==> config.mk <==
export PLATFORM = sky130hd
export DESIGN_NAME = approx_div_top
export DESIGN_NICKNAME = d
export VERILOG_FILES = /design/src/rtl/approx_div_pkg.sv /design/src/rtl/div_cell.sv /design/src/rtl/div_array.sv /design/src/rtl/div_datapath.sv /design/src/rtl/div_ctrl_fsm.sv /design/src/rtl/settle_timer.sv /design/src/rtl/approx_div_top.sv
export SDC_FILE = /design/constraint.sdc
export NUM_CORES = 1
export LEC_CHECK = 0
export ABC_AREA = 0
export BUFFER_PORTS_ARGS = -buffer_cell sky130_fd_sc_hd__buf_4
export CAP_MARGIN = 5
export CORE_MARGIN = 1
export CORE_UTILIZATION = 46
export CTS_BUF_LIST = sky130_fd_sc_hd__clkbuf_2 sky130_fd_sc_hd__clkbuf_4 sky130_fd_sc_hd__clkbuf_8
export CTS_CLUSTER_SIZE = 25
export DETAILED_ROUTE_END_ITERATION = 10
export GPL_TIMING_DRIVEN = 0
export PLACE_DENSITY = 0.66
export SKIP_LAST_GASP = 1
export SLEW_MARGIN = 10
export SYNTH_ARGS = -nofsm -noshare
export SYNTH_HDL_FRONTEND = slang
export SYNTH_SLANG_ARGS = --single-unit
==> constraint.sdc <==
create_clock -name clk -period 44.4 [get_ports clk]
set_input_delay 0 -clock clk [delete_from_list [all_inputs] [get_ports clk]]
set_output_delay 0 -clock clk [all_outputs]
set_load 0.03 [all_outputs]
==> src/rtl/approx_div_pkg.sv <==
`default_nettype none

package approx_div_pkg;

  // dividend width, and the shared width of divisor, quotient and remainder
  localparam int N_W = 16;
  localparam int D_W = 8;

  // clock cycles the combinational array gets before the fsm moves to capture
  localparam int SETTLE_CYCLES = 3;
  localparam int CNT_W = 2;

  // one bit per cell, index row * D_W + column, where row i produces quotient bit i.
  // the approximate cells sit in the low corner of the lowest four rows
  localparam logic [D_W*D_W-1:0] APPROX_MASK = 64'h0000_0000_0103_070f;

  typedef struct packed {
    logic [N_W-1:0] n;
    logic [D_W-1:0] d;
  } div_req_t;

  typedef struct packed {
    logic [D_W-1:0] q;
    logic [D_W-1:0] r;
    logic           dz;
    logic           ovf;
  } div_res_t;

endpackage

`default_nettype wire

==> src/rtl/div_cell.sv <==
`timescale 1ns/1ps
`default_nettype none

module div_cell #(
  parameter bit APPROX = 1'b0
) (
  input  logic x,
  input  logic y,
  input  logic bin,
  input  logic qs,
  output logic r_sub,
  output logic bout
);

  logic diff;

  if (APPROX) begin : g_approx
    // the difference ignores the incoming borrow, and a borrow leaves
    // whenever x is low and either y or bin is set
    assign bout = ~x & (y | bin);
    assign diff = x ^ y;
  end else begin : g_exact
    assign diff = x ^ y ^ bin;
    assign bout = (~x & y) | (~(x ^ y) & bin);
  end

  // a low quotient bit restores the partial remainder bit
  assign r_sub = qs ? diff : x;

endmodule

`default_nettype wire

==> src/rtl/div_array.sv <==
`timescale 1ns/1ps
`default_nettype none

module div_array (
  input  logic [approx_div_pkg::N_W-1:0] n,
  input  logic [approx_div_pkg::D_W-1:0] d,
  output logic [approx_div_pkg::D_W-1:0] q,
  output logic [approx_div_pkg::D_W-1:0] r
);

  // row D_W-1 is the top row and sees the dividend's high bits first;
  // row 0 is the last and leaves the remainder
  for (genvar i = 0; i < approx_div_pkg::D_W; i++) begin : g_row
    logic qs;

    for (genvar j = 0; j < approx_div_pkg::D_W; j++) begin : g_col
      logic x;
      logic bin;
      logic r_sub;
      logic bout;

      if (j == 0) begin : g_lsb
        // the lowest column of every row brings in the next dividend bit
        assign x   = n[i];
        assign bin = 1'b0;
      end else begin : g_chain
        if (i == approx_div_pkg::D_W - 1) begin : g_top
          assign x = n[approx_div_pkg::D_W - 1 + j];
        end else begin : g_inner
          assign x = g_row[i+1].g_col[j-1].r_sub;
        end
        assign bin = g_col[j-1].bout;
      end

      div_cell #(
        .APPROX (approx_div_pkg::APPROX_MASK[i*approx_div_pkg::D_W + j])
      ) div_cell_inst (
        .x     (x),
        .y     (d[j]),
        .bin   (bin),
        .qs    (qs),
        .r_sub (r_sub),
        .bout  (bout)
      );
    end

    // the bit shifted out above the row counts as a successful subtraction too
    if (i == approx_div_pkg::D_W - 1) begin : g_q_top
      assign qs = n[approx_div_pkg::N_W-1] | ~g_col[approx_div_pkg::D_W-1].bout;
    end else begin : g_q_inner
      assign qs = g_row[i+1].g_col[approx_div_pkg::D_W-1].r_sub |
                  ~g_col[approx_div_pkg::D_W-1].bout;
    end

    assign q[i] = qs;
  end

  for (genvar j = 0; j < approx_div_pkg::D_W; j++) begin : g_rem
    assign r[j] = g_row[0].g_col[j].r_sub;
  end

endmodule

`default_nettype wire

==> src/rtl/div_datapath.sv <==
`timescale 1ns/1ps
`default_nettype none

module div_datapath (
  input  logic                     clk,
  input  logic                     arst_n,
  input  logic                     load,
  input  logic                     capture,
  input  approx_div_pkg::div_req_t req,
  output approx_div_pkg::div_res_t res
);

  approx_div_pkg::div_req_t          op_q;
  approx_div_pkg::div_res_t          res_d;
  approx_div_pkg::div_res_t          res_q;
  logic [approx_div_pkg::D_W-1:0]    q_arr;
  logic [approx_div_pkg::D_W-1:0]    r_arr;

  // operands feed the array for the whole settle window
  always_ff @(posedge clk) begin
    if (load) begin
      op_q <= req;
    end
  end

  div_array div_array_inst (
    .n (op_q.n),
    .d (op_q.d),
    .q (q_arr),
    .r (r_arr)
  );

  always_comb begin
    res_d.q  = q_arr;
    res_d.r  = r_arr;
    res_d.dz = (op_q.d == '0);
    // the quotient only fits in D_W bits when the upper byte is below the divisor
    res_d.ovf = (op_q.n[approx_div_pkg::N_W-1 -: approx_div_pkg::D_W] >= op_q.d);
  end

  always_ff @(posedge clk or negedge arst_n) begin
    if (!arst_n) begin
      res_q <= '0;
    end else if (capture) begin
      res_q <= res_d;
    end
  end

  assign res = res_q;

  // operands stay put from the load until the array output is captured
  a_operands_stable : assert property (
    @(posedge clk) disable iff (!arst_n)
    capture |-> (op_q == $past(op_q, approx_div_pkg::SETTLE_CYCLES))
  );

endmodule

`default_nettype wire

==> src/rtl/div_ctrl_fsm.sv <==
`timescale 1ns/1ps
`default_nettype none

module div_ctrl_fsm (
  input  logic clk,
  input  logic arst_n,
  input  logic start,
  input  logic expired,
  output logic load,
  output logic timer_start,
  output logic capture,
  output logic busy,
  output logic done
);

  typedef enum logic [1:0] {
    ST_IDLE,
    ST_SETTLE,
    ST_DONE
  } state_t;

  state_t state_q;
  state_t state_d;
  logic   done_q;

  always_comb begin
    state_d = state_q;
    case (state_q)
      ST_IDLE: begin
        if (start) begin
          state_d = ST_SETTLE;
        end
      end
      ST_SETTLE: begin
        if (expired) begin
          state_d = ST_DONE;
        end
      end
      ST_DONE: begin
        state_d = ST_IDLE;
      end
      default: begin
        state_d = ST_IDLE;
      end
    endcase
  end

  always_ff @(posedge clk or negedge arst_n) begin
    if (!arst_n) begin
      state_q <= ST_IDLE;
      done_q  <= 1'b0;
    end else begin
      state_q <= state_d;
      // done follows the capture cycle, so it lines up with the new result
      done_q  <= (state_q == ST_DONE);
    end
  end

  // a start seen while busy never reaches the data path
  assign load        = (state_q == ST_IDLE) && start;
  assign timer_start = load;
  assign capture     = (state_q == ST_DONE);
  assign busy        = (state_q != ST_IDLE);
  assign done        = done_q;

  a_done_single : assert property (
    @(posedge clk) disable iff (!arst_n)
    done |=> !done
  );

  a_capture_expired : assert property (
    @(posedge clk) disable iff (!arst_n)
    capture |-> expired
  );

  // fixed latency from the accepted start to the capture edge
  a_capture_latency : assert property (
    @(posedge clk) disable iff (!arst_n)
    load |-> ##(approx_div_pkg::SETTLE_CYCLES + 1) capture
  );

endmodule

`default_nettype wire

==> src/rtl/settle_timer.sv <==
`timescale 1ns/1ps
`default_nettype none

module settle_timer (
  input  logic clk,
  input  logic arst_n,
  input  logic timer_start,
  output logic expired
);

  typedef logic [approx_div_pkg::CNT_W-1:0] cnt_t;

  cnt_t cnt_q;

  always_ff @(posedge clk or negedge arst_n) begin
    if (!arst_n) begin
      cnt_q <= '0;
    end else if (timer_start) begin
      cnt_q <= cnt_t'(approx_div_pkg::SETTLE_CYCLES - 1);
    end else if (cnt_q != '0) begin
      cnt_q <= cnt_q - 1'b1;
    end
  end

  // stays high while idle as well, the fsm only looks at it in settle
  assign expired = (cnt_q == '0);

  // only a new load may raise the count, so it cannot wrap past zero
  a_no_wrap : assert property (
    @(posedge clk) disable iff (!arst_n)
    !timer_start |=> (cnt_q <= $past(cnt_q))
  );

endmodule

`default_nettype wire

==> src/rtl/approx_div_top.sv <==
`timescale 1ns/1ps
`default_nettype none

module approx_div_top (
  input  logic                     clk,
  input  logic                     arst_n,
  input  logic                     start,
  input  approx_div_pkg::div_req_t req,
  output logic                     busy,
  output logic                     done,
  output approx_div_pkg::div_res_t res
);

  logic load;
  logic capture;
  logic timer_start;
  logic expired;

  div_ctrl_fsm div_ctrl_fsm_inst (
    .clk         (clk),
    .arst_n      (arst_n),
    .start       (start),
    .expired     (expired),
    .load        (load),
    .timer_start (timer_start),
    .capture     (capture),
    .busy        (busy),
    .done        (done)
  );

  settle_timer settle_timer_inst (
    .clk         (clk),
    .arst_n      (arst_n),
    .timer_start (timer_start),
    .expired     (expired)
  );

  div_datapath div_datapath_inst (
    .clk     (clk),
    .arst_n  (arst_n),
    .load    (load),
    .capture (capture),
    .req     (req),
    .res     (res)
  );

endmodule

`default_nettype wire

### Word-level counts from Yosys, hierarchy flattened

Index checks and enable logic that the tools add are counted.

| storage, ports and cells | value |
|---|---|
| bits in registers | 47 |
| input bits | 27 |

| cells by class | value |
|---|---|
| $add $sub $neg | 1 |
| magnitude comparators | 1 |
| equality and inequality tests | 4 |
| multiplexer cells | 69 |
| bitwise logic cells | 414 |
| reduce and logical (&&, ||, !) cells | 8 |

Operator list:

| kind | count |
|---|---|
| $not A1 Y1 | 122 |
| $and A1 B1 Y1 | 114 |
| $xor A1 B1 Y1 | 114 |
| $mux W1 | 64 |
| $or A1 B1 Y1 | 64 |
| $ge A8 B8 Y1 | 1 |
| $logic_not A8 Y1 | 1 |
| $mux W2 | 4 |
| $reduce_bool A2 Y1 | 3 |
| $logic_not A2 Y1 | 2 |
| $pmux W2 S2 | 1 |
| $eq A2 B1 Y1 const B | 1 |
| $eq A2 B2 Y1 const B | 1 |
| $ne A2 B1 Y1 const B | 1 |
| $ne A2 B2 Y1 const B | 1 |
| $reduce_and A2 Y1 | 1 |
| $sub A2 B1 Y2 const B | 1 |
| $logic_and A1 B1 Y1 | 1 |

### Longest topological paths before layout

Gate-level depths: netlist of the first run.

| logic depth | value |
|---|---|
| word-level depth | 146 |
| mapped depth | 96 |
| gate-level depth less buffers | 89 |

### By module

A second synthesis of the first run with hierarchy kept.

| unflattened totals | value |
|---|---|
| cells, all modules | 412 |
| area total of the unflattened synthesis | 4,351.7 um2 |

Modules (own cells, without submodules):

| module | times used | cells an instance | area each (um2) | seq. area each (um2) |
|---|---|---|---|---|
| div_datapath | 1 | 92 | 1,604.0 | 1,171.1 |
| div_cell (div_datapath_inst.div_array_inst.g_row[0].g_col[4].div_cell_inst ...) | 27 | 5 | 46.3 | 0.0 |
| div_cell (div_datapath_inst.div_array_inst.g_row[5].g_col[5].div_cell_inst ...) | 18 | 4 | 32.5 | 0.0 |
| div_cell (div_datapath_inst.div_array_inst.g_row[4].g_col[5].div_cell_inst ...) | 9 | 3 | 33.8 | 0.0 |
| div_cell (div_datapath_inst.div_array_inst.g_row[0].g_col[0].div_cell_inst ...) | 10 | 4 | 20.0 | 0.0 |
| div_array | 1 | 25 | 173.9 | 0.0 |
| div_ctrl_fsm | 1 | 11 | 131.4 | 75.1 |
| settle_timer | 1 | 10 | 102.6 | 50.0 |

### Worst setup path before layout of the first run

Ideal clock, no wire load.

| path | value |
|---|---|
| path kind | flip-flop to flip-flop |
| start | register div_datapath_inst.op_q[0] (netlist bit) |
| end | register div_datapath_inst.res_q, in the netlist div_datapath_inst.res[2] |
| arrival time | 25.501 ns |
| required time | 44.275 ns |
| setup slack | 18.774 ns |
| stages on the path, launching flop included | 93 |
| period minus slack after synthesis | 25.626 ns |
| path through | edfxtp_1 -> ha_1 -> inv_1 -> fa_1 -> fa_1 -> fa_1 -> fa_1 -> fa_1 -> fa_1 -> fa_1 -> nor2_2 -> mux2i_1 -> fa_1 -> inv_1 -> fa_1 -> fa_1 -> fa_1 -> fa_1 -> [57 not listed] -> inv_1 -> fa_1 -> fa_1 -> fa_1 -> fa_1 -> buf_2 -> a31oi_1 -> a211o_1 -> nand2_1 -> a211o_1 -> fa_1 -> fa_1 -> fa_1 -> fa_1 -> a41o_1 -> a211o_1 -> mux2i_1 -> mux2_2 |

| on the way | value |
|---|---|
| longest elaborated chain between the ends | 145 |
| elaborated cells on any way between the ends | 428 |
| classes of those cells | mux (57); bitwise (371) |

RTL lines:

| item | line | text |
|---|---|---|
| from (decl) | div_datapath.sv:13 | `approx_div_pkg::div_req_t op_q;` |
| from (signal assigned) | div_datapath.sv:22 | `op_q <= req;` |
| $and A1 B1 Y1 (2 in a row) | div_cell.sv:24 | `assign bout = (~x & y) \| (~(x ^ y) & bin);` |
| $or A1 B1 Y1 | div_cell.sv:24 |  |
| $and A1 B1 Y1 | div_cell.sv:24 |  |
| $or A1 B1 Y1 | div_cell.sv:24 |  |
| $and A1 B1 Y1 | div_cell.sv:24 |  |
| $or A1 B1 Y1 | div_cell.sv:24 |  |
| $and A1 B1 Y1 | div_cell.sv:24 |  |
| $or A1 B1 Y1 | div_cell.sv:24 |  |
| [128 not listed] | -- |  |
| $or A1 B1 Y1 | div_cell.sv:24 |  |
| $and A1 B1 Y1 | div_cell.sv:24 |  |
| $or A1 B1 Y1 | div_cell.sv:24 |  |
| $and A1 B1 Y1 | div_cell.sv:24 |  |
| $or A1 B1 Y1 | div_cell.sv:24 |  |
| $not A1 Y1 | div_array.sv:52 | `~g_col[approx_div_pkg::D_W-1].bout;` |
| $or A1 B1 Y1 | div_array.sv:51 | `assign qs = g_row[i+1].g_col[approx_div_pkg::D_W-1].r_sub \|` |
| $mux W1 (*) | div_cell.sv:28 | `assign r_sub = qs ? diff : x;` |
| to (signal assigned) | div_datapath.sv:45 | `res_q <= res_d;` |
| to (decl) | div_datapath.sv:15 | `approx_div_pkg::div_res_t res_q;` |

Every way passes the cells marked *; elsewhere a longest branch is shown, timed or not.
A chain may end at the register's enable or synchronous reset.

### Worst setup path after layout of the first run

Same ends and word-level chain as after synthesis.

==> impl_metrics.json, run 1 <==
{
  "setup_violations": 0,
  "critPathMostFrequentCell": "fa_1",
  "rsz0062_at_grt": "false",
  "max_stage_delay_ns": 0.69,
  "slew_violations": 0,
  "cts-buffers-inserted": 5,
  "synthDistinctLibCells": 70,
  "clk_latency_ns": 0.30,
  "grt_pass1_wl_um": 16370,
  "tns_ns": 0,
  "fp.dieH_um": 98.37,
  "cts_tree": "built",
  "worstPathMaxFanout": 10,
  "drt-initial-drc-count": 125,
  "antenna_found_initial": 0,
  "yosys_most_used_dff": "edfxtp_1",
  "syn_area_um2": 4272,
  "synth_edf_count": 24,
  "cts_sinks": 47,
  "reg2reg_slack_ns": 16.36,
  "layout.nets": 555,
  "synth.avg_cell_area_um2": 11.21,
  "io_pins": 47,
  "worstMarginPinSlew_ns": 0.7290,
  "root_buffer": "clkbuf_8",
  "syn_inst": 381,
  "wl_per_cell_um": 16.77,
  "cap_violations": 0,
  "grt_max_degree": 24,
  "drt_drc_violations_left": 0,
  "num_vias": 3156,
  "yosysSeqAreaShare_pct": 30.35,
  "vias_per_cell": 5.537,
  "synth_top_family_by_area": "adder cells",
  "n_antenna_cell": 0,
  "grt.overflow.total": 0,
  "slew_headroom_pct": 50.98,
  "synth_xor_xnor_area_share_pct": 0.2050,
  "reg2reg_to": "div_datapath_inst.res[2]$_DFFE_PN0P_",
  "clkTransAtPathRegs_ns": 0.09,
  "dieArea_um2": 9676,
  "ff2ff_path_depth": 92,
  "holdBufCountCts": 26,
  "required_ns": 44.60,
  "synth.area.mux_share_pct": 7.967,
  "htreeDepth": 2,
  "yosys.area_share.simple_pct": 9.842,
  "ant_nets": 0,
  "yosys_warnings": 0,
  "fillers": 742,
  "final.min_clock_period_ns": 28.04,
  "layout-drive-gt1-share_pct": 21.00,
  "synth_compound_area_share_pct": 17.34,
  "finalWirelength_um": 9559,
  "syn_to_final_growth_pct": 19.95,
  "cts_resized": 0,
  "start_util_pct": 48.27,
  "max_freq_mhz": 35.67,
  "dpl.hpwl_um": 7484,
  "crit_path_top_delay_cell": "edfxtp_1",
  "port_buffers": 46,
  "gp_congestion": 0.9344,
  "finClkSkew_ns": 0.008336,
  "ys_async_sr_fraction_pct": 48.94,
  "first_pass_iters": 6,
  "track_usage_pct": 21.80,
  "synth_top_cell_by_area": "fa_1",
  "synth.net_count": 475,
  "synthAdderAreaFrac_pct": 28.41,
  "cts_setup_buffers": 0,
  "synth_top_area_share_pct": 23.43,
  "arrival_ns": 28.23,
  "core_region_area_um2": 8848,
  "end_kind": "register",
  "crit_path_start_kind": "register",
  "row_count": 34,
  "clockBufferDepth": 2,
  "dieWidth_um": 98.37,
  "post-route-period-util_pct": 63.14,
  "synth_seq_cells": 47,
  "finalHoldViolations": 0,
  "worstReg2RegStart": "div_datapath_inst.op_q[0]$_DFFE_PP_",
  "outcome": "finished, final reports clean",
  "hp-class": "primary input to asynchronous set/reset pin",
  "grt_pass1_vias": 3318,
  "path_class": "register to register",
  "synthTopCellsByArea": "fa_1 23%, edfxtp_1 17%, dfrtp_1 13%, ha_1 5.0%, inv_1 3.6%"
}
## synth_stat cells (6+ instances only)
master	instances
fa_1	50
inv_1	41
nand2_1	33
edfxtp_1	24
o21ai_0	24
dfrtp_1	23
ha_1	17
nor2_1	15
mux2i_1	12
a21oi_1	10
mux2_2	9
nand3_1	8
a21o_1	7
mux2_4	7
a211o_1	6
a31oi_1	6
## placed cells by master (no fill, tap or decap), types with 3 or more instances in the layout
master and instances:
a21o_1 7, nand3_1 8, dlygate4sd3_1 26, o211ai_1 3, nor2_1 14, mux2_4 7, a31oi_1 6, clkbuf_8 5
o21ai_0 24, edfxtp_1 24, nand2b_1 5, clkbuf_1 3, o211a_1 4, mux2i_1 12, a211oi_1 3, a211o_1 6
ha_1 17, o21a_1 4, buf_4 47, buf_6 5, dfrtp_1 23, nand4_1 3, o22a_1 3, o31ai_1 3
a21oi_1 10, mux2_2 9, fa_1 50, nand2_1 33, inv_1 41
## worst max-delay path: cells and delay by family (launching register included)
kind | cells | cell delay (ns)
buffers and inverters | 15 | 1.72
AND/OR/NAND/NOR | 8 | 1.43
AO/OA/AOI/OAI | 12 | 2.84
multiplexers | 6 | 1.54
flip-flops | 1 | 0.69
adder cells (fa/ha/maj) | 51 | 19.70
## flip-flops by register name, indices dropped and copies added (netlist names)
| signal | cells |
|---|---|
| div_ctrl_fsm_inst.state_q | 2 |
| div_datapath_inst.op_q | 24 |
| div_ctrl_fsm_inst.done | 1 |
| div_datapath_inst.res | 18 |
| settle_timer_inst.cnt_q | 2 |
## metrics by stage
step	utilization [%]	hold slack [ns]	instances	area [µm²]	setup WS [ns]
after floorplan	-	-0.2956	381	4272	18.77
after global placement	53.70	-0.07868	535	4752	16.73
after detailed placement	53.90	-0.07494	536	4770	16.46
after CTS	57.90	0.1308	570	5124	16.35
after global routing	57.90	0.1448	570	5124	15.02
final	57.90	0.1239	570	5124	16.36
## area by class of cell
type | count | area, µm² | share of cell area [%]
multi-input cells | 280 | 2726 | 53.21
flip-flops and latches | 47 | 1296 | 25.30
repair buffers | 73 | 620.6 | 12.11
inverters | 41 | 153.9 | 3.004
well taps | 108 | 135.1 | 2.637
plain buffers | 13 | 97.59 | 1.905
clock buffers | 5 | 68.82 | 1.343
clock inverters | 3 | 25.02 | 0.4884
## worst max-delay path by stage
stage / end / cells past startpoint / start
6_report: div_datapath_inst.res[2]$_DFFE_PN0P_ / 92 / div_datapath_inst.op_q[0]$_DFFE_PP_
5_1_grt: div_datapath_inst.res[5]$_DFFE_PN0P_ / 93 / div_datapath_inst.op_q[0]$_DFFE_PP_
3_5_place_dp: div_datapath_inst.res[2]$_DFFE_PN0P_ / 92 / div_datapath_inst.op_q[0]$_DFFE_PP_
2_1_floorplan: div_datapath_inst.res[2]$_DFFE_PN0P_ / 92 / div_datapath_inst.op_q[0]$_DFFE_PP_
3_3_place_gp: div_datapath_inst.res[2]$_DFFE_PN0P_ / 92 / div_datapath_inst.op_q[0]$_DFFE_PP_
4_1_cts: div_datapath_inst.res[2]$_DFFE_PN0P_ / 92 / div_datapath_inst.op_q[0]$_DFFE_PP_
## per-layer routing
layer / routed length [µm] / vias to the layer above / GRT usage (%)
met4: 87 / 0 / 4.937
met5: 0 / - / 0
met3: 346 / 8 / 3.078
li1: - / 1517 / -
met1: 4208 / 1539 / 28.42
met2: 4916 / 92 / 38.57
## kinds of logic after synthesis
kind of cell    Yosys count
fa+ha+maj                67
simple gates             83
mux                      29
compound gates          100
xor+xnor                  1
flops                    47
buf+inv                  54
Power of run 1 is left out: the tool's default activity adds up to more than one toggle a clock period on the data nets, which glitch-free logic cannot reach.
==> inputs of run 2 (changes only) <==
--- a/config.mk
+++ b/config.mk
@@ -5,7 +5,7 @@
 export SDC_FILE = /design/constraint.sdc
 export NUM_CORES = 1
 export LEC_CHECK = 0
-export ABC_AREA = 0
+export ABC_AREA = 1
 export BUFFER_PORTS_ARGS = -buffer_cell sky130_fd_sc_hd__buf_4
 export CAP_MARGIN = 5
 export CORE_MARGIN = 1
==> constraint.sdc (replaced) <==
create_clock -name clk -period 26.3 [get_ports clk]
set_input_delay 0 -clock clk [delete_from_list [all_inputs] [get_ports clk]]
set_output_delay 0 -clock clk [all_outputs]
set_load 0.03 [all_outputs]
==> impl_metrics.json, run 2 <==
{
  "row_count": 35,
  "worstMarginPinSlew_ns": 0.9981,
  "synth_seq_cells": 47,
  "ys_async_sr_fraction_pct": 48.94,
  "syn_inst": 517,
  "htreeDepth": 2,
  "dpl.hpwl_um": 7311,
  "slew_violations": 0,
  "syn_area_um2": 4397,
  "max_stage_delay_ns": 0.50,
  "finClkSkew_ns": 0.02075,
  "layout_common_cells": "166 x nand2_1, 96 x inv_1, 64 x buf_4",
  "grt.overflow.total": 0,
  "synthDistinctLibCells": 36,
  "placed_cell_area_um2": 4903,
  "endpoint": "div_datapath_inst.res[2]$_DFFE_PN0P_",
  "worstSetupStartpoint": "div_datapath_inst.op_q[0]$_DFFE_PP_",
  "synth_common_cells": "166 x nand2_1, 98 x inv_1, 50 x fa_1",
  "clk_latency_ns": 0.32,
  "largest_register": "div_datapath_inst.op_q",
  "port_buffers": 46,
  "synth_most_common_cell": "nand2_1",
  "crit_path_start_kind": "register",
  "crit_path_top_delay_cell": "fa_1",
  "yosys_most_used_dff": "edfxtp_1",
  "finalWirelength_um": 9526,
  "setup_violations": 0,
  "drt-initial-drc-count": 142,
  "syn_to_final_growth_pct": 23.31,
  "antenna_found_initial": 0,
  "outcome": "finished, final reports clean",
  "synth.net_count": 611,
  "holdWs_ns": 0.1116,
  "grt_pass1_wl_um": 15970,
  "path_class": "register to register",
  "reg2reg_slack_ns": 1.27,
  "drt_drc_violations_left": 0,
  "ant_nets": 0,
  "n_antenna_cell": 0,
  "critPathMostFrequentCell": "fa_1",
  "hp-class": "primary input to asynchronous set/reset pin",
  "reg2reg_to": "div_datapath_inst.res[2]$_DFFE_PN0P_",
  "layout-drive-gt1-share_pct": 20.03,
  "synth_top_area_share_pct": 22.77,
  "gp_congestion": 0.8345,
  "synthTopCellsByArea": "fa_1 23%, edfxtp_1 16%, nand2_1 14%, dfrtp_1 13%, inv_1 8.4%",
  "max_freq_mhz": 39.95,
  "largest_reg_flops": 24,
  "final_common_cell": "nand2_1",
  "synth.avg_cell_area_um2": 8.504,
  "start_util_pct": 47.58,
  "grt_max_degree": 26,
  "cap_violations": 0,
  "grt_pass1_vias": 3514,
  "required_ns": 26.51,
  "dieArea_um2": 9953,
  "synth_top_cell_by_area": "fa_1",
  "end_kind": "register",
  "track_usage_pct": 20.63,
  "cts_sinks": 47,
  "first_pass_iters": 4,
  "yosys_warnings": 0,
  "final.min_clock_period_ns": 25.03,
  "ff2ff_path_depth": 96,
  "vias_per_cell": 4.742,
  "fp.dieH_um": 99.77,
  "clockBufferDepth": 2,
  "worstReg2RegStart": "div_datapath_inst.op_q[0]$_DFFE_PP_",
  "io_pins": 47,
  "synth_edf_count": 24,
  "worstPathMaxFanout": 10,
  "post-route-util_pct": 58.67,
  "design_area_um2": 5421,
  "cts-buffers-inserted": 5,
  "arrival_ns": 25.24,
  "slew_headroom_pct": 33.39,
  "clkTransAtPathRegs_ns": 0.10,
  "layout.nets": 707,
  "core_region_area_um2": 9240,
  "root_buffer": "clkbuf_8",
  "wl_per_cell_um": 12.82,
  "num_vias": 3523,
  "dieWidth_um": 99.77,
  "cts_tree": "built",
  "yosysSeqAreaShare_pct": 29.48,
  "post-route-period-util_pct": 95.17,
  "finalHoldViolations": 0
}
[run 2: cell types whose count changed in the layout (fill, tap and decap cells not counted), sizes merged, moves of 5 or more]
| cell | previous run | this run |
|---|---|---|
| inv | 41 | 101 |
| nand2b | 5 | 0 |
| a21o | 7 | 1 |
| mux2i | 13 | 1 |
| buf | 55 | 71 |
| mux2 | 16 | 0 |
| nand3 | 8 | 41 |
| nand2 | 33 | 179 |
| a211o | 6 | 0 |
| a21oi | 10 | 4 |
| a31oi | 6 | 1 |
| o21ai | 27 | 38 |
[run 2: how the worst min path moves through the flow]
stage | start | cells past startpoint | slack (ns) | to
after global routing | arst_n | 2 | 0.13 | div_datapath_inst.res[17]$_DFFE_PN0P_
after detailed placement | arst_n | 1 | -0.08 | div_datapath_inst.res[15]$_DFFE_PN0P_
final | arst_n | 2 | 0.11 | div_datapath_inst.res[15]$_DFFE_PN0P_
after CTS | arst_n | 2 | 0.11 | div_datapath_inst.res[15]$_DFFE_PN0P_
after floorplan | arst_n | 0 | -0.30 | div_ctrl_fsm_inst.done$_DFF_PN0_
after global placement | arst_n | 1 | -0.09 | div_datapath_inst.res[13]$_DFFE_PN0P_
[run 2: area by class of cell]
class,count,area [µm²]
Clock buffer,5,68.82
Inverter,102,392.9
Clock inverter,3,22.52
Multi-Input combinational cell,356,2638
Tap cell,129,161.4
Buffer,12,108.9
Sequential cell,47,1296
Fill cell,835,3819
Timing Repair Buffer,89,733.2
[run 2: metrics by stage]
step                setup WS (ns)  TNS (ns)  std cells
floorplan                   2.072         0        517
global placement           0.4489         0        692
detailed placement         0.1387         0        692
CTS                       0.07343         0        726
global route             -0.08565   -0.5794        743
finish                      1.270         0        743
[run 2: logic make-up after synthesis]
logic type,Yosys count,synth area share (%)
buf+inv,114,11.18
fa+ha+maj,67,27.60
simple gates,237,24.45
mux,1,0.2277
flops,47,29.48
compound gates,51,7.058
[run 2: routing by layer]
metal / wire [µm] / part of all wire [%] / track usage [%]
met5: 0 / 0 / 0
met4: 119 / 1.2 / 3.846
met3: 394 / 4.1 / 3.654
met2: 4764 / 50 / 36.18
met1: 4248 / 45 / 26.91
[run 2: repair_timing]
item,in CTS,in global routing
resized for setup,0,13
hold buffers,26,0
endpoints found under the hold margin,49,0
setup endpoints to repair,0,9
buffers inserted,0,17
[run 2: worst max-delay path: cells and delay by family, from the launching register on]
| kind | cells | cell delay, ns |
|---|---|---|
| AO/OA/AOI/OAI | 9 | 1.29 |
| adder cells (fa/ha/maj) | 51 | 19.54 |
| buffers and inverters | 17 | 1.79 |
| flip-flops | 1 | 0.33 |
| AND/OR/NAND/NOR | 19 | 1.95 |
Power of run 2 is left out for the same reason.
==> inputs of run 3 (changes only) <==
--- a/config.mk
+++ b/config.mk
@@ -8,6 +8,7 @@
 export ABC_AREA = 1
 export BUFFER_PORTS_ARGS = -buffer_cell sky130_fd_sc_hd__buf_4
 export CAP_MARGIN = 5
+export CORE_ASPECT_RATIO = 1.75
 export CORE_MARGIN = 1
 export CORE_UTILIZATION = 46
 export CTS_BUF_LIST = sky130_fd_sc_hd__clkbuf_2 sky130_fd_sc_hd__clkbuf_4 sky130_fd_sc_hd__clkbuf_8
==> impl_metrics.json, run 3 (synthesis results as in run 2) <==
{
  "outcome": "finished, final reports clean",
  "ff2ff_path_depth": 94,
  "holdWs_ns": 0.08959,
  "slew_violations": 0,
  "arrival_ns": 25.35,
  "grt.overflow.total": 0,
  "wl_per_cell_um": 13.82,
  "dieWidth_um": 75.91,
  "dp_slack_ns": -0.06462,
  "worstMarginPinSlew_ns": 1.128,
  "n_antenna_cell": 0,
  "max_freq_mhz": 39.86,
  "layout.nets": 696,
  "slew_headroom_pct": 24.71,
  "cts_tree": "built",
  "dieArea_um2": 9969,
  "syn_to_final_growth_pct": 21.29,
  "start_util_pct": 48.04,
  "root_buffer": "clkbuf_8",
  "dpl.hpwl_um": 7831,
  "layout-drive-gt1-share_pct": 18.57,
  "grt_pass1_wl_um": 16940,
  "grtUsageMet1_pct": 20.97,
  "drt-initial-drc-count": 123,
  "clkTransAtPathRegs_ns": 0.10,
  "cap_violations": 0,
  "end_kind": "register",
  "grt_pass1_vias": 3676,
  "setup_violations": 0,
  "finClkSkew_ns": 0.01269,
  "fp.dieH_um": 131.3,
  "vias_per_cell": 4.918,
  "rsz0062_at_grt": "false",
  "post-route-period-util_pct": 95.40,
  "finalHoldViolations": 0,
  "worstPathMaxFanout": 10,
  "hp-class": "primary input to asynchronous set/reset pin",
  "reg2reg_slack_ns": 1.21,
  "finalWirelength_um": 9994,
  "grt_max_degree": 26,
  "gp_congestion": 0.8376,
  "final.min_clock_period_ns": 25.09,
  "worst_slack_ns": 1.211,
  "num_vias": 3556,
  "largest_register": "div_datapath_inst.op_q",
  "antenna_found_initial": 0,
  "cts-buffers-inserted": 5,
  "row_count": 46,
  "core_region_area_um2": 9151,
  "clockBufferDepth": 2,
  "required_ns": 26.56,
  "clk_latency_ns": 0.33,
  "drt_drc_violations_left": 0,
  "busiest_layer": "met2",
  "cts_sinks": 47,
  "io_pins": 47,
  "final_common_cell": "nand2_1",
  "htreeDepth": 2,
  "track_usage_pct": 21.66,
  "port_buffers": 46,
  "worstReg2RegStart": "div_datapath_inst.op_q[1]$_DFFE_PP_",
  "ant_nets": 0,
  "critPathMostFrequentCell": "fa_1",
  "max_stage_delay_ns": 0.50,
  "use_met3_pct": 2.778,
  "crit_path_start_kind": "register",
  "largest_reg_flops": 24,
  "path_class": "register to register",
  "first_pass_iters": 4,
  "use_met2_pct": 43.59,
  "reg2reg_to": "div_datapath_inst.res[7]$_DFFE_PN0P_",
  "crit_path_top_delay_cell": "fa_1",
  "layout_common_cells": "166 x nand2_1, 97 x inv_1, 53 x buf_4"
}
-- run 3: changes by cell type in the layout (fill, tap and decap cells not counted), sizes merged --
cell	before	now
inv	101	104
clkinv	2	0
clkinvlp	2	1
buf	71	60
-- run 3: what timing repair did --
| item | CTS | global route |
|---|---|---|
| setup buffers | 1 | 5 |
| cloned | 0 | 0 |
| hold buffers | 26 | 0 |
| pin swaps | 0 | 1 |
| endpoints found under the hold margin | 49 | 0 |
| endpoints found under the setup margin | 9 | 9 |
| gates resized for setup | 0 | 14 |
-- run 3: layer usage --
| metal | wire length, µm | up-vias | part of all wire, % |
|---|---|---|---|
| li1 | - | 1758 | - |
| met1 | 3588 | 1716 | 36 |
| met2 | 5729 | 62 | 57 |
| met3 | 311 | 20 | 3.1 |
| met4 | 366 | 0 | 3.7 |
| met5 | 0 | - | 0 |
-- run 3: worst max-delay path by stage --
stage	slack, ns	from	end
after detailed placement	-0.06	div_datapath_inst.op_q[0]$_DFFE_PP_	div_datapath_inst.res[7]$_DFFE_PN0P_
after floorplan	2.07	div_datapath_inst.op_q[0]$_DFFE_PP_	div_datapath_inst.res[2]$_DFFE_PN0P_
after CTS	0.08	div_datapath_inst.op_q[1]$_DFFE_PP_	div_datapath_inst.res[7]$_DFFE_PN0P_
after global placement	0.30	div_datapath_inst.op_q[0]$_DFFE_PP_	div_datapath_inst.res[7]$_DFFE_PN0P_
after global routing	0.04	div_datapath_inst.op_q[1]$_DFFE_PP_	div_datapath_inst.res[7]$_DFFE_PN0P_
final	1.21	div_datapath_inst.op_q[1]$_DFFE_PP_	div_datapath_inst.res[7]$_DFFE_PN0P_
-- run 3: area by class of cell --
cell class,instances,area [µm²]
sequential,47,1296
clock buffer,5,68.82
fill,853,3819
multi-input combinational,356,2641
timing repair buffer,78,650.6
tap,120,150.1
inverter,102,389.1
buffer,12,110.1
clock inverter,3,26.28
-- run 3: per-stage QoR --
step	instances	area, µm²	util (%)	TNS [ns]
floorplan	517	4397	-	0
global route	723	5333	58.27	0
CTS	718	5255	57.42	0
finish	723	5333	58.27	0
global placement	683	4892	53.46	0
detailed placement	683	4892	53.46	-0.1988
-- run 3: worst max-delay path, delay by kind of cell (launching register included) --
kind                       cells  cell delay (ns)
AOI/OAI and AO/OA             10             1.46
adders and majority gates     50            19.56
buffers and inverters         16             1.84
DFF                            1             0.33
and+or+nand+nor               18             1.78
Power of run 3 is left out for the same reason.
